**src/umi_pkg.sv**
```systemverilog
package umi_pkg;

   typedef logic [31:0] cmd_t;                   // UMI command word
   typedef logic [31:0] addr_t;                  // Packet address
   typedef logic [31:0] data_t;                  // One data word
   typedef logic [4:0]  opcode_t;                // Command opcode
   typedef logic [7:0]  atype_t;                 // Atomic type, shares bits with len
   typedef logic [1:0]  err_t;                   // Response error code
   typedef logic [4:0]  hostid_t;                // Host identifier
   typedef logic [15:0] cnt_t;                   // Status counter
   typedef logic [1:0]  cfg_addr_t;              // Register address

   // Request opcodes are odd, response opcodes even
   localparam opcode_t OPC_REQ_READ   = 5'd1;
   localparam opcode_t OPC_REQ_WRITE  = 5'd3;
   localparam opcode_t OPC_REQ_POSTED = 5'd5;
   localparam opcode_t OPC_REQ_ATOMIC = 5'd9;
   localparam opcode_t OPC_RESP_READ  = 5'd2;
   localparam opcode_t OPC_RESP_WRITE = 5'd4;

   localparam atype_t AT_ADD  = 8'h00;
   localparam atype_t AT_AND  = 8'h01;
   localparam atype_t AT_OR   = 8'h02;
   localparam atype_t AT_XOR  = 8'h03;
   localparam atype_t AT_SWAP = 8'h08;

   localparam err_t ERR_OK    = 2'd0;
   localparam err_t ERR_SLAVE = 2'd2;            // Target side error

   localparam logic [2:0] SIZE_WORD = 3'd2;      // 4 bytes per transfer

   // Memory window
   localparam int unsigned MEM_WORDS = 64;
   localparam int unsigned MEM_AW    = $clog2(MEM_WORDS);
   localparam addr_t       MEM_BASE  = 32'h0000_1000;          // Byte address of word 0
   localparam addr_t       MEM_LIMIT = MEM_BASE + addr_t'(MEM_WORDS * 4);  // First byte past end

   // Credit pools
   localparam int unsigned RX_DEPTH    = 4;      // Request credits
   localparam int unsigned RX_PW       = $clog2(RX_DEPTH);
   localparam int unsigned RSP_CREDITS = 4;      // Initial response credits
   localparam int unsigned CRD_W       = $clog2(RSP_CREDITS + 1);

   typedef logic [MEM_AW-1:0] mem_idx_t;         // Word index into memory
   typedef logic [RX_PW-1:0]  rx_ptr_t;          // FIFO pointer
   typedef logic [RX_PW:0]    rx_cnt_t;          // FIFO fill level, 0..RX_DEPTH
   typedef logic [CRD_W-1:0]  credit_t;          // Response credit count

   // Configuration register map
   localparam cfg_addr_t REG_CTRL    = 2'd0;     // Bit 0 enable
   localparam cfg_addr_t REG_REQ_CNT = 2'd1;     // Executed requests
   localparam cfg_addr_t REG_ERR_CNT = 2'd2;     // Error responses and drops

endpackage

```
**src/umi_decode.sv**
```systemverilog
`timescale 1ns/1ps

module umi_decode (
   input  umi_pkg::cmd_t command,                // Raw command word
   output logic          cmd_request,
   output logic          cmd_response,
   output logic          cmd_read,
   output logic          cmd_write,
   output logic          cmd_write_posted,
   output logic          cmd_atomic,
   output logic          cmd_invalid
);

   import umi_pkg::*;

   opcode_t opcode;

   assign opcode = command[4:0];                 // Opcode in low five bits

   // Direction from opcode parity
   assign cmd_request  = opcode[0];
   assign cmd_response = ~opcode[0] & (opcode != '0);  // Zero is not a response

   // Supported request kinds
   assign cmd_read         = (opcode == OPC_REQ_READ);
   assign cmd_write        = (opcode == OPC_REQ_WRITE);
   assign cmd_write_posted = (opcode == OPC_REQ_POSTED);  // No response wanted
   assign cmd_atomic       = (opcode == OPC_REQ_ATOMIC);  // Type in atype field

   // Anything else, responses included, is not served here
   assign cmd_invalid = ~(cmd_read | cmd_write | cmd_write_posted | cmd_atomic);

endmodule

```
**src/umi_unpack.sv**
```systemverilog
`timescale 1ns/1ps

module umi_unpack (
   input  umi_pkg::cmd_t    packet_cmd,
   output umi_pkg::opcode_t cmd_opcode,
   output logic [2:0]       cmd_size,
   output logic [7:0]       cmd_len,
   output umi_pkg::atype_t  cmd_atype,
   output logic             cmd_eom,
   output logic [1:0]       cmd_user,
   output umi_pkg::err_t    cmd_err,
   output umi_pkg::hostid_t cmd_hostid,
   output logic             cmd_read,
   output logic             cmd_write,
   output logic             cmd_write_posted,
   output logic             cmd_atomic,
   output logic             cmd_invalid
);

   logic cmd_response;                           // Qualifies the err field

   umi_decode u_decode (
      .command          (packet_cmd),
      .cmd_request      (),
      .cmd_response     (cmd_response),
      .cmd_read         (cmd_read),
      .cmd_write        (cmd_write),
      .cmd_write_posted (cmd_write_posted),
      .cmd_atomic       (cmd_atomic),
      .cmd_invalid      (cmd_invalid)
   );

   // Field layout per UMI command format
   assign cmd_opcode = packet_cmd[4:0];
   assign cmd_size   = packet_cmd[7:5];          // log2 of bytes
   assign cmd_len    = packet_cmd[15:8];         // Beats minus one
   assign cmd_atype  = packet_cmd[15:8];         // Same bits as len on atomics
   assign cmd_eom    = packet_cmd[22];
   assign cmd_user   = packet_cmd[26:25];        // Requests only
   assign cmd_hostid = packet_cmd[31:27];

   assign cmd_err = cmd_response ? packet_cmd[26:25] : 2'd0;  // User bits on requests

endmodule

```
**src/umi_rx_fifo.sv**
```systemverilog
`timescale 1ns/1ps

module umi_rx_fifo (
   input  logic           clk,
   input  logic           arst_n,
   input  logic           req_valid,
   input  umi_pkg::cmd_t  req_cmd,
   input  umi_pkg::addr_t req_dstaddr,
   input  umi_pkg::addr_t req_srcaddr,
   input  umi_pkg::data_t req_data,
   input  logic           pop,
   output logic           head_valid,
   output umi_pkg::cmd_t  head_cmd,
   output umi_pkg::addr_t head_dstaddr,
   output umi_pkg::addr_t head_srcaddr,
   output umi_pkg::data_t head_data,
   output logic           req_credit
);

   import umi_pkg::*;

   cmd_t    cmd_q  [RX_DEPTH];                   // Entry storage
   addr_t   dst_q  [RX_DEPTH];
   addr_t   src_q  [RX_DEPTH];
   data_t   data_q [RX_DEPTH];
   rx_ptr_t wr_ptr;
   rx_ptr_t rd_ptr;
   rx_cnt_t count;
   logic    full;
   logic    push;

   assign full       = (count == rx_cnt_t'(RX_DEPTH));
   assign push       = req_valid & ~full;        // Credit rule keeps full pushes away
   assign head_valid = (count != '0);            // Visible one cycle after push

   assign head_cmd     = cmd_q[rd_ptr];
   assign head_dstaddr = dst_q[rd_ptr];
   assign head_srcaddr = src_q[rd_ptr];
   assign head_data    = data_q[rd_ptr];

   always_ff @(posedge clk) begin
      if (push) begin
         cmd_q[wr_ptr]  <= req_cmd;
         dst_q[wr_ptr]  <= req_dstaddr;
         src_q[wr_ptr]  <= req_srcaddr;
         data_q[wr_ptr] <= req_data;
      end
   end

   always_ff @(posedge clk or negedge arst_n) begin
      if (!arst_n) begin
         wr_ptr     <= '0;
         rd_ptr     <= '0;
         count      <= '0;
         req_credit <= 1'b0;
      end else begin
         if (push) wr_ptr <= wr_ptr + 1'b1;      // Power of two depth, wraps
         if (pop)  rd_ptr <= rd_ptr + 1'b1;
         case ({push, pop})
            2'b10:   count <= count + 1'b1;
            2'b01:   count <= count - 1'b1;
            default: count <= count;             // Idle or push with pop
         endcase
         req_credit <= pop;                      // One credit back per pop
      end
   end

endmodule

```
**src/umi_mem_target.sv**
```systemverilog
`timescale 1ns/1ps

module umi_mem_target (
   input  logic           clk,
   input  logic           arst_n,
   input  logic           head_valid,
   input  umi_pkg::cmd_t  head_cmd,
   input  umi_pkg::addr_t head_dstaddr,
   input  umi_pkg::addr_t head_srcaddr,
   input  umi_pkg::data_t head_data,
   output logic           pop,
   input  logic           enable,
   input  logic           rsp_credit,
   output logic           rsp_valid,
   output umi_pkg::cmd_t  rsp_cmd,
   output umi_pkg::addr_t rsp_dstaddr,
   output umi_pkg::data_t rsp_data,
   output logic           done_pulse,
   output logic           err_pulse
);

   import umi_pkg::*;

   logic [2:0] cmd_size;
   logic [7:0] cmd_len;
   atype_t     cmd_atype;
   hostid_t    cmd_hostid;
   logic       cmd_read;
   logic       cmd_write;
   logic       cmd_write_posted;
   logic       cmd_atomic;
   logic       cmd_invalid;

   data_t      mem [MEM_WORDS];                  // Register array, no reset
   addr_t      offset;
   mem_idx_t   idx;
   logic       in_range;
   logic       atype_ok;
   logic       bad;
   logic       issue;
   data_t      old_word;
   data_t      atomic_word;
   err_t       err_code;
   opcode_t    rsp_opcode;
   credit_t    credit_cnt;

   umi_unpack u_unpack (
      .packet_cmd       (head_cmd),
      .cmd_opcode       (),
      .cmd_size         (cmd_size),
      .cmd_len          (cmd_len),
      .cmd_atype        (cmd_atype),
      .cmd_eom          (),
      .cmd_user         (),
      .cmd_err          (),
      .cmd_hostid       (cmd_hostid),
      .cmd_read         (cmd_read),
      .cmd_write        (cmd_write),
      .cmd_write_posted (cmd_write_posted),
      .cmd_atomic       (cmd_atomic),
      .cmd_invalid      (cmd_invalid)
   );

   // Address window check and word index
   assign offset   = head_dstaddr - MEM_BASE;
   assign in_range = (head_dstaddr >= MEM_BASE) && (head_dstaddr < MEM_LIMIT);
   assign idx      = offset[MEM_AW+1:2];         // Byte lanes dropped
   assign old_word = mem[idx];                   // Combinational read

   assign atype_ok = (cmd_atype == AT_ADD) || (cmd_atype == AT_AND) || (cmd_atype == AT_OR) ||
                     (cmd_atype == AT_XOR) || (cmd_atype == AT_SWAP);

   always_comb begin
      case (cmd_atype)
         AT_ADD:  atomic_word = old_word + head_data;
         AT_AND:  atomic_word = old_word & head_data;
         AT_OR:   atomic_word = old_word | head_data;
         AT_XOR:  atomic_word = old_word ^ head_data;
         AT_SWAP: atomic_word = head_data;
         default: atomic_word = old_word;        // Unsupported, flagged by bad
      endcase
   end

   // Single word only; len bits carry atype on atomics
   assign bad = cmd_invalid | (cmd_size != SIZE_WORD) | (~cmd_atomic & (cmd_len != 8'd0)) |
                (cmd_atomic & ~atype_ok) | ~in_range;
   assign err_code   = bad ? ERR_SLAVE : ERR_OK;
   assign rsp_opcode = (cmd_read | cmd_atomic) ? OPC_RESP_READ : OPC_RESP_WRITE;

   // Posted writes need no response credit
   assign pop        = head_valid & enable & (cmd_write_posted | (credit_cnt != '0));
   assign issue      = pop & ~cmd_write_posted;
   assign done_pulse = pop;                      // Dropped posted writes included
   assign err_pulse  = pop & bad;

   always_ff @(posedge clk) begin
      if (pop && !bad) begin
         if (cmd_write || cmd_write_posted) begin
            mem[idx] <= head_data;
         end else if (cmd_atomic) begin
            mem[idx] <= atomic_word;             // Read-modify-write in one edge
         end
      end
   end

   // Response payload
   always_ff @(posedge clk) begin
      if (issue) begin
         rsp_cmd     <= {cmd_hostid, err_code, 9'd0, cmd_len, cmd_size, rsp_opcode};
         rsp_dstaddr <= head_srcaddr;            // Back to the requester
         rsp_data    <= (!bad && (cmd_read || cmd_atomic)) ? old_word : '0;
      end
   end

   always_ff @(posedge clk or negedge arst_n) begin
      if (!arst_n) begin
         rsp_valid  <= 1'b0;
         credit_cnt <= credit_t'(RSP_CREDITS);
      end else begin
         rsp_valid <= issue;                     // One cycle per response
         case ({issue, rsp_credit})
            2'b10:   credit_cnt <= credit_cnt - 1'b1;  // Spent at pop
            2'b01:   credit_cnt <= credit_cnt + 1'b1;
            default: credit_cnt <= credit_cnt;
         endcase
      end
   end

endmodule

```
**src/umi_regs.sv**
```systemverilog
`timescale 1ns/1ps

module umi_regs (
   input  logic               clk,
   input  logic               arst_n,
   input  logic               cfg_we,
   input  umi_pkg::cfg_addr_t cfg_addr,
   input  umi_pkg::data_t     cfg_wdata,
   output umi_pkg::data_t     cfg_rdata,
   input  logic               done_pulse,
   input  logic               err_pulse,
   output logic               enable
);

   import umi_pkg::*;

   cnt_t req_cnt;                                // Executed requests
   cnt_t err_cnt;                                // Error responses and drops
   logic wr_ctrl;
   logic wr_req;
   logic wr_err;

   assign wr_ctrl = cfg_we && (cfg_addr == REG_CTRL);
   assign wr_req  = cfg_we && (cfg_addr == REG_REQ_CNT);
   assign wr_err  = cfg_we && (cfg_addr == REG_ERR_CNT);

   always_ff @(posedge clk or negedge arst_n) begin
      if (!arst_n) begin
         enable  <= 1'b0;
         req_cnt <= '0;
         err_cnt <= '0;
      end else begin
         if (wr_ctrl) enable <= cfg_wdata[0];    // Other bits ignored

         // Any write clears, clear beats a same-cycle event
         if (wr_req) begin
            req_cnt <= '0;
         end else if (done_pulse && (req_cnt != '1)) begin
            req_cnt <= req_cnt + 1'b1;           // Saturates at all ones
         end

         if (wr_err) begin
            err_cnt <= '0;
         end else if (err_pulse && (err_cnt != '1)) begin
            err_cnt <= err_cnt + 1'b1;
         end
      end
   end

   // Read mux, no wait state
   always_comb begin
      case (cfg_addr)
         REG_CTRL:    cfg_rdata = {31'd0, enable};
         REG_REQ_CNT: cfg_rdata = {16'd0, req_cnt};
         REG_ERR_CNT: cfg_rdata = {16'd0, err_cnt};
         default:     cfg_rdata = '0;            // Unmapped
      endcase
   end

endmodule

```
**src/umi_endpoint_top.sv**
```systemverilog
`timescale 1ns/1ps

module umi_endpoint_top (
   input  logic               clk,
   input  logic               arst_n,
   input  logic               req_valid,        // Request side
   input  umi_pkg::cmd_t      req_cmd,
   input  umi_pkg::addr_t     req_dstaddr,
   input  umi_pkg::addr_t     req_srcaddr,
   input  umi_pkg::data_t     req_data,
   output logic               req_credit,
   output logic               rsp_valid,        // Response side
   output umi_pkg::cmd_t      rsp_cmd,
   output umi_pkg::addr_t     rsp_dstaddr,
   output umi_pkg::data_t     rsp_data,
   input  logic               rsp_credit,
   input  logic               cfg_we,           // Configuration port
   input  umi_pkg::cfg_addr_t cfg_addr,
   input  umi_pkg::data_t     cfg_wdata,
   output umi_pkg::data_t     cfg_rdata
);

   import umi_pkg::*;

   logic  head_valid;                            // FIFO head
   cmd_t  head_cmd;
   addr_t head_dstaddr;
   addr_t head_srcaddr;
   data_t head_data;
   logic  pop;
   logic  enable;
   logic  done_pulse;
   logic  err_pulse;

   umi_rx_fifo u_rx_fifo (
      .clk          (clk),
      .arst_n       (arst_n),
      .req_valid    (req_valid),
      .req_cmd      (req_cmd),
      .req_dstaddr  (req_dstaddr),
      .req_srcaddr  (req_srcaddr),
      .req_data     (req_data),
      .pop          (pop),
      .head_valid   (head_valid),
      .head_cmd     (head_cmd),
      .head_dstaddr (head_dstaddr),
      .head_srcaddr (head_srcaddr),
      .head_data    (head_data),
      .req_credit   (req_credit)
   );

   umi_mem_target u_mem_target (
      .clk          (clk),
      .arst_n       (arst_n),
      .head_valid   (head_valid),
      .head_cmd     (head_cmd),
      .head_dstaddr (head_dstaddr),
      .head_srcaddr (head_srcaddr),
      .head_data    (head_data),
      .pop          (pop),
      .enable       (enable),
      .rsp_credit   (rsp_credit),
      .rsp_valid    (rsp_valid),
      .rsp_cmd      (rsp_cmd),
      .rsp_dstaddr  (rsp_dstaddr),
      .rsp_data     (rsp_data),
      .done_pulse   (done_pulse),
      .err_pulse    (err_pulse)
   );

   umi_regs u_regs (
      .clk        (clk),
      .arst_n     (arst_n),
      .cfg_we     (cfg_we),
      .cfg_addr   (cfg_addr),
      .cfg_wdata  (cfg_wdata),
      .cfg_rdata  (cfg_rdata),
      .done_pulse (done_pulse),
      .err_pulse  (err_pulse),
      .enable     (enable)
   );

endmodule

```
**config.mk**
```make
export PLATFORM = sky130hd
export DESIGN_NAME = umi_endpoint_top
export DESIGN_NICKNAME = d
export VERILOG_FILES = /design/src/umi_pkg.sv /design/src/umi_decode.sv /design/src/umi_unpack.sv /design/src/umi_rx_fifo.sv /design/src/umi_mem_target.sv /design/src/umi_regs.sv /design/src/umi_endpoint_top.sv
export SDC_FILE = /design/constraint.sdc
export NUM_CORES = 2
export LEC_CHECK = 0
export BUFFER_PORTS_ARGS = -buffer_cell sky130_fd_sc_hd__buf_2
export CAP_MARGIN = 0
export CORE_MARGIN = 2
export CORE_UTILIZATION = 30
export DETAILED_ROUTE_END_ITERATION = 8
export HOLD_SLACK_MARGIN = 0.06
export PLACE_DENSITY_LB_ADDON = 0.08
export SKIP_LAST_GASP = 1
export SYNTH_ARGS = -nofsm -noshare
export SYNTH_HDL_FRONTEND = slang
export SYNTH_SLANG_ARGS = --single-unit
```
**constraint.sdc**
```tcl
create_clock -name clk -period 22.7 [get_ports clk]
set_input_delay 3.405 -clock clk [delete_from_list [all_inputs] [get_ports clk]]
set_output_delay 3.405 -clock clk [all_outputs]
set_load 0.01 [all_outputs]
```
; ---- Yosys cells after proc, flatten, opt, wreduce, memory -nomap -nowiden
; Memory sizes are Yosys's and may differ from the RTL's. A register that Yosys moved wholly into a read port is not among the register bits.
; Index checks and enable logic that the tools add are counted.
[word_totals]
regBits = 100
mem_bits_rw = 2560
inputBits = 167
n_memories = 5
[classes]
addsub = 10
magnitude_cmp = 2
n_eq_ne = 18
mux = 20
n_bitwise = 26
reduce_logical = 24
[memory_table]
columns = name, words, width, read_ports, rd_clocked_by_memory_dff, wr, line
row1 = u_mem_target.mem, 64, 32, 1, 0, 1, umi_mem_target.sv:34  ; data_t mem [MEM_WORDS];
row2 = u_rx_fifo.cmd_q, 4, 32, 1, 0, 1, umi_rx_fifo.sv:22  ; cmd_t cmd_q [RX_DEPTH];
row3 = u_rx_fifo.data_q, 4, 32, 1, 0, 1, umi_rx_fifo.sv:25  ; data_t data_q [RX_DEPTH];
row4 = u_rx_fifo.dst_q, 4, 32, 1, 0, 1, umi_rx_fifo.sv:23  ; addr_t dst_q [RX_DEPTH];
row5 = u_rx_fifo.src_q, 4, 32, 1, 1, 1, umi_rx_fifo.sv:24  ; addr_t src_q [RX_DEPTH];
[op_table]
columns = cell, n
row1 = one-hot mux 32 bit (5 select lines), 1
row2 = two-way mux 16 bit, 4
row3 = one-hot mux 16 bit (3 select lines), 1
row4 = "adder 16 x 1 -> 16 bit, second input constant", 2
row5 = adder 32 bit, 1
row6 = AND 32 bit, 1
row7 = "greater-or-equal comparator 32 x 13 -> 1 bit, second input constant", 1
row8 = "less-than comparator 32 x 13 -> 1 bit, second input constant", 1
row9 = two-way mux 32 bit, 1
row10 = "!= test 16 bit, second input constant", 2
row11 = OR 32 bit, 1
row12 = bitwise XOR 32 bit, 1
row13 = "== test 8 x 2 -> 1 bit, second input constant", 2
row14 = one-hot mux 3 bit (2 select lines), 2
row15 = OR 1 bit, 10
row16 = two-way mux 1 bit, 9
row17 = "== test 8 x 1 -> 1 bit, second input constant", 1
row18 = "== test 8 x 4 -> 1 bit, second input constant", 1
row19 = logical AND 1 bit, 8
row20 = zero test 8 bit, 1
row21 = nonzero test 2 bit, 4
row22 = nonzero test 8 bit, 1
row23 = "subtractor 8 x 1 -> 8 bit, second input constant", 1
row24 = AND 1 bit, 7
row25 = other kinds (18), 36

; ---- Longest topological paths before layout
; An unclocked memory read counts as a cell.
[depth]
depth_word = 15
mapped_depth = 31

; ---- By module
; Synthesis repeated with hierarchy kept, for this count alone.
[unflattened]
hier_cells = 5554
area_unflattened_um2 = 101497.3
[by_module_without_submodules]
columns = mod, instances, cells_each, area_each_um2, seq_area_each_um2
row1 = umi_mem_target, 1, 4566, 80140.6, 64092.7
row2 = umi_rx_fifo, 1, 703, 18894.4, 15574.9
row3 = umi_regs, 1, 240, 2132.0, 825.8
row4 = umi_unpack, 1, 34, 252.7, 0.0
row5 = umi_decode, 1, 11, 77.6, 0.0

; ---- Least setup slack after synthesis
; Ideal clock, no wire load.
[synth_path]
path_kind = register -> register
from = register u_rx_fifo.rd_ptr[0]
to = memory u_mem_target.mem[0][24] (netlist bit), data pin
arrival_time_ns = 8.397
required_ns = 21.998
path_slack_ns = 13.601
stages_incl_launch_ff = 27
n_path_buf = 9
path_cell_list = dfrtp_1 buf_6 buf_6 mux4_2 buf_2 buf_2 buf_1 buf_1 clkbuf_1 clkbuf_1 buf_1 nor2_1 nor3_1 o22ai_1 or4_1 inv_1 ha_1 a21o_1 a21o_1 a21o_1 a21o_1 a21o_1 a311oi_2 o21ai_0 a31oi_1 xor2_1 o21ai_0
[synth_lines]
columns = element, line
row1 = from (decl), umi_rx_fifo.sv:27  ; rx_ptr_t rd_ptr;
row2 = from (signal assigned), umi_rx_fifo.sv:58  ; if (pop) rd_ptr <= rd_ptr + 1'b1;
row3 = memory read (4 x 32 bit), -
row4 = subtractor 8 x 1 -> 8 bit, umi_mem_target.sv:65  ; assign offset = head_dstaddr - MEM_BASE;
row5 = memory read (64 x 32 bit), -
row6 = via u_mem_target.old_word[11], umi_mem_target.sv:41  ; data_t old_word;
row7 = adder 32 bit, umi_mem_target.sv:75  ; AT_ADD: atomic_word = old_word + head_data;
row8 = one-hot mux 32 bit (5 select lines), umi_mem_target.sv:74  ; case (cmd_atype)
row9 = two-way mux 32 bit (no source line), -
row10 = to (decl), umi_mem_target.sv:34
; The timed path passes the listed nets, and every way through them passes these cells.

; ---- Worst setup path after layout
[layout_path]
from = register u_rx_fifo.rd_ptr[1]
to = memory u_mem_target.mem[42][31] (netlist bit), data pin
[layout_via]
elab_chain_cells = 15
[layout_rtl]
columns = element
row1 = branches (longest 14 deep; another with memory read (4 x 32 bit))
row2 = two-way mux 32 bit (no source line) *
; Every way passes the cells marked *.

==> flow_metrics.py <==
metrics = {
    "sta": {
        "hold_viol": 0,
        "rsz0062_at_grt": "false",
        "fin_crit_sh": 0.442,
        "tightest_slew_ns": 1.38,
        "finalWorstPathRequiredPeriod_ns": 10.03,
        "layout_setup_ws_ns": 12.67,
        "setup_tns_ns": 0,
        "maxSlewViolCount": 0,
        "fmax_mhz": 99.7,
        "skew_ns": 0.0421,
        "slew_headroom": 0.0709,
        "setup_viol": 0,
    },
    "final_layout": {
        "area_growth_pct": 17.3,
        "nets": 6771,
        "drive_gt1_frac": 0.170,
        "fin_cells": 11300,
    },
    "worst_setup_path": {
        "cp_slowest_cell": "nor4_1",
        "cpPeakStageDelay_ns": 0.96,
        "arrival_ns": 10.60,
        "r2r_slack_ns": 12.67,
        "cp.depth": 24,
        "timing.reg2reg.worst_path_depth": 24,
        "worst_r2r_startpoint": "u_rx_fifo.rd_ptr[1]",
        "end_kind": "register",
        "crit_buf_inv": 5,
        "r2r_end": "u_mem_target.mem[42][31]",
        "startpoint": "u_rx_fifo.rd_ptr[1]",
        "critPathCapture": "u_mem_target.mem[42][31]",
        "start_kind": "register",
        "crit_chain": "mux4_4, buf_4, buf_4, nor2b_4, buf_4, nand2_4, buf_4, o22ai_1, nor4_1, o22ai_1, or4_1, ha_1, a21o_1, a21o_1, a21o_1, o21bai_1, a21oi_1, o31ai_1, a221o_1, a221o_1, a21oi_1, xor2_1, o22ai_4, buf_4",
        "crit_type": "reg2reg",
        "cp_common_cell": "buf_4",
        "cpLargestDelayFamily": "compound AO/OA/AOI/OAI gates",
        "crit_path_max_fanout": 64,
        "required_ns": 23.27,
    },
    "logic_synthesis": {
        "synth_top_flop_cell": "edfxtp_1",
        "synth-adder-area-share": 0.00915,
        "synthSimpleGateAreaFrac": 0.0507,
        "ys_ff_latch": 2636,
        "ys_async_sr_fraction": 0.0171,
        "synth_area_mm2": 0.101,
        "synthXorXnorAreaFrac": 0.00545,
        "synth_compound_area_frac": 0.101,
        "synthCells": 6135,
        "synth_edf_count": 2591,
        "ys_warn_count": 0,
        "ys_types": 81,
        "synth_top_family_by_area": "compound AO/OA/AOI/OAI gates",
        "ys_seq_area_frac": 0.780,
        "syn_avg_cell_area_um2": 16.5,
        "yosys-mux-area-fraction": 0.0340,
    },
    "grt": {
        "gr-usage-all-layers": 0.215,
        "overflow": 0,
        "grt_pass1_vias": 58900,
        "grt_pass1_wl_um": 511000,
        "antenna_found_initial": 54,
        "grt_max_degree": 77,
    },
    "power": {
        "internal_power_mw": 11.2,
        "clockPowerShare": 0.237,
        "sequentialPowerShare": 0.335,
        "combPwrFrac": 0.428,
        "powerDensity_mw_per_mm2": 163,
        "p_sw_frac": 0.421,
        "p_leak_nw": 38.1,
        "vdd_drop_max_mv": 0.105,
        "switching_power_mw": 8.17,
    },
    "routing": {
        "drc": 0,
        "viasPerCell": 5.33,
        "dr.first_iter.drc_count": 5494,
        "ant_nets": 0,
        "vias": 60200,
        "wl_per_cell_um": 33.2,
        "drt_first_pass_iters": 5,
        "routed_wl_um": 375000,
    },
    "place": {
        "place_inst": 10700,
        "io_buffers": 223,
        "place.detailed.hpwl_um": 218000,
        "place.gp.congestion": 0.794,
        "pre_cts_ws_ns": 12.73,
    },
    "die": {
        "placementRows": 213,
        "die_x_um": 585,
        "core_area_mm2": 0.336,
        "num_io_pins": 297,
        "fp.dieArea_mm2": 0.342,
        "start_util": 0.301,
        "dieHeight_um": 585,
    },
    "cts": {
        "postCtsHoldBufs": 0,
        "post_cts_buffers": 0,
        "clock_path_buffers": 4,
        "htree_levels": 5,
        "numCtsBuffers": 301,
        "cts_sinks": 2636,
        "clkTransAtPathRegs_ns": 0.06,
        "cts_resized": 0,
        "cts.root.buffer_cell": "clkbuf_16",
        "cts_tree": "yes",
        "clock_latency_ns": 0.92,
    },
    "worst_hold_path": {
        "holdCritPathClass": "reg2reg",
    },
    "flow_run": {
        "max_cap_viol_count": 0,
    },
    "status": {
        "status": "completed",
    },
}
-- worst register-to-register path, cell delays in order, from the launching register on --
cell and delay (ns):
dfrtp_4 0.69, mux4_4 0.76, buf_4 0.41, buf_4 0.35, nor2b_4 0.23, buf_4 0.34
nand2_4 0.48, buf_4 0.60, o22ai_1 0.21, nor4_1 0.96, o22ai_1 0.26, or4_1 0.87
ha_1 0.52, a21o_1 0.21, a21o_1 0.19, a21o_1 0.21, o21bai_1 0.16, a21oi_1 0.15
o31ai_1 0.17, a221o_1 0.39, a221o_1 0.37, a21oi_1 0.18, xor2_1 0.12, o22ai_4 0.12
buf_4 0.57
-- power by group through the flow --
| stage | Clock, mW | Sequential [mW] | Combinational [mW] |
|---|---|---|---|
| after CTS | 4.72 | 6.50 | 8.34 |
| after global placement | 0 | 6.59 | 8.25 |
| after floorplan | 0 | 6.71 | 4.21 |
| final | 4.60 | 6.50 | 8.30 |
| after detailed placement | 0 | 6.59 | 8.31 |
| after global routing | 4.90 | 6.52 | 8.80 |
-- logic make-up (layout without fill, tap and decap cells) --
group,Yosys count,after routing
flip-flops,2636,2636
AO/OA/AOI/OAI,1497,1497
AND/OR/NAND/NOR,1170,1170
buffers and inverters,493,1097
multiplexers,202,202
adder cells (fa/ha/maj),73,73
XOR/XNOR,63,63
other,1,42
-- placed cells by master (no fill, tap or decap), types with 75 or more instances in the layout --
cell       synthesis  final
a21oi_1          268    262
a221oi_1         130    130
a22oi_1          180    180
a31oi_1           88     88
buf_2             12    223
buf_4             31    236
clkbuf_1         289     83
clkbuf_16          0    313
edfxtp_1        2591   2591
inv_1             87     86
mux2i_1           75     75
mux4_2           112    109
nand2_1          565    551
nor2_1           289    208
o21ai_0          167    146
o22ai_1          306    303
-- through the flow --
step / power (mW) / utilization / area, um^2 / hold slack, ns
2_1_floorplan: 10.9 / - / 101000 / 0.465
3_3_place_gp: 14.8 / 0.326 / 110000 / 0.491
3_5_place_dp: 14.9 / 0.326 / 110000 / 0.500
4_1_cts: 19.6 / 0.353 / 119000 / 0.514
5_1_grt: 20.2 / 0.353 / 119000 / 0.532
6_report: 19.4 / 0.353 / 119000 / 0.512
-- area by class of cell --
type / instances / area (um^2)
fillers: 32000 / 217000
clock inverters: 141 / 970
inverters: 87 / 329
clock buffers: 397 / 8160
well taps: 4515 / 5650
diodes: 13 / 32.5
multi-input cells: 3034 / 21500
flip-flops and latches: 2636 / 78900
repair buffers: 472 / 3150
-- registers in the layout, summed over array words and instances, names as in the netlist, 2 cells and up --
signal,cells
u_regs.req_cnt,16
u_rx_fifo.src_q,128
u_mem_target.rsp_cmd,19
u_mem_target.rsp_dstaddr,32
u_rx_fifo.count,3
u_rx_fifo.cmd_q,84
u_rx_fifo.dst_q,120
u_rx_fifo.rd_ptr,2
u_mem_target.credit_cnt,3
u_regs.err_cnt,16
u_mem_target.mem,2048
u_rx_fifo.data_q,128
u_rx_fifo.wr_ptr,2
u_mem_target.rsp_data,32
-- how the worst min path moves through the flow --
stage	start	endpoint	slack (ns)	depth (start not counted)
floorplan	u_rx_fifo.count[2]	u_rx_fifo.count[2]	0.47	1
global placement	u_rx_fifo.count[2]	u_rx_fifo.count[2]	0.49	1
detailed placement	u_rx_fifo.count[1]	u_rx_fifo.count[1]	0.50	2
CTS	u_rx_fifo.count[1]	u_rx_fifo.count[1]	0.51	2
global route	u_rx_fifo.count[0]	u_rx_fifo.count[0]	0.53	1
finish	u_rx_fifo.count[0]	u_rx_fifo.count[0]	0.51	1
-- cell usage after synthesis, types with 8 or more instances --
master     instances  area [um^2]
o21ai_0          167          836
and3_1            14         87.6
a21oi_1          268         1340
inv_1             87          327
xnor2_1           29          254
buf_1             70          263
o22ai_1          306         1910
mux2_2            15          169
clkbuf_1         289         1080
nand3_1           76          380
mux4_2           112         2520
mux2i_1           75          751
a22o_1            73          639
a2111oi_0          8         70.1
a32oi_1           10         87.6
a31oi_1           88          551
nand2b_1          13         81.3
o22a_1            22          193
nor2_1           289         1080
nor3_1            32          160
or4_1             15          113
a21o_1            19          143
a22oi_1          180         1350
a221oi_1         130         1140
nand2_1          565         2120
a311oi_1          16          140
nand4_1           47          294
a222oi_1          11          110
a211oi_1          46          345
xor2_1            34          298
buf_4             31          233
a221o_1           16          160
and2_1            12         75.1
dfrtp_1           44         1100
nor4_1            51          319
ha_1              70          876
o221ai_1          46          403
o31ai_1           15          113
o211ai_1          32          240
nor2b_1           13         81.3
buf_2             12         60.1
or2_2             11         68.8
or3_1             10         62.6
edfxtp_1        2591        77800
-- metal layers --
metal | track usage | share of wire | up-vias | routed length, um
li1 | - | - | 25400 | -
met1 | 0.304 | 0.45 | 32300 | 169000
met2 | 0.344 | 0.47 | 1952 | 174000
met3 | 0.0400 | 0.063 | 450 | 23700
met4 | 0.0427 | 0.020 | 52 | 7590
met5 | 0 | 0.00082 | - | 308
No activity file was read; power rests on OpenSTA's default activity.
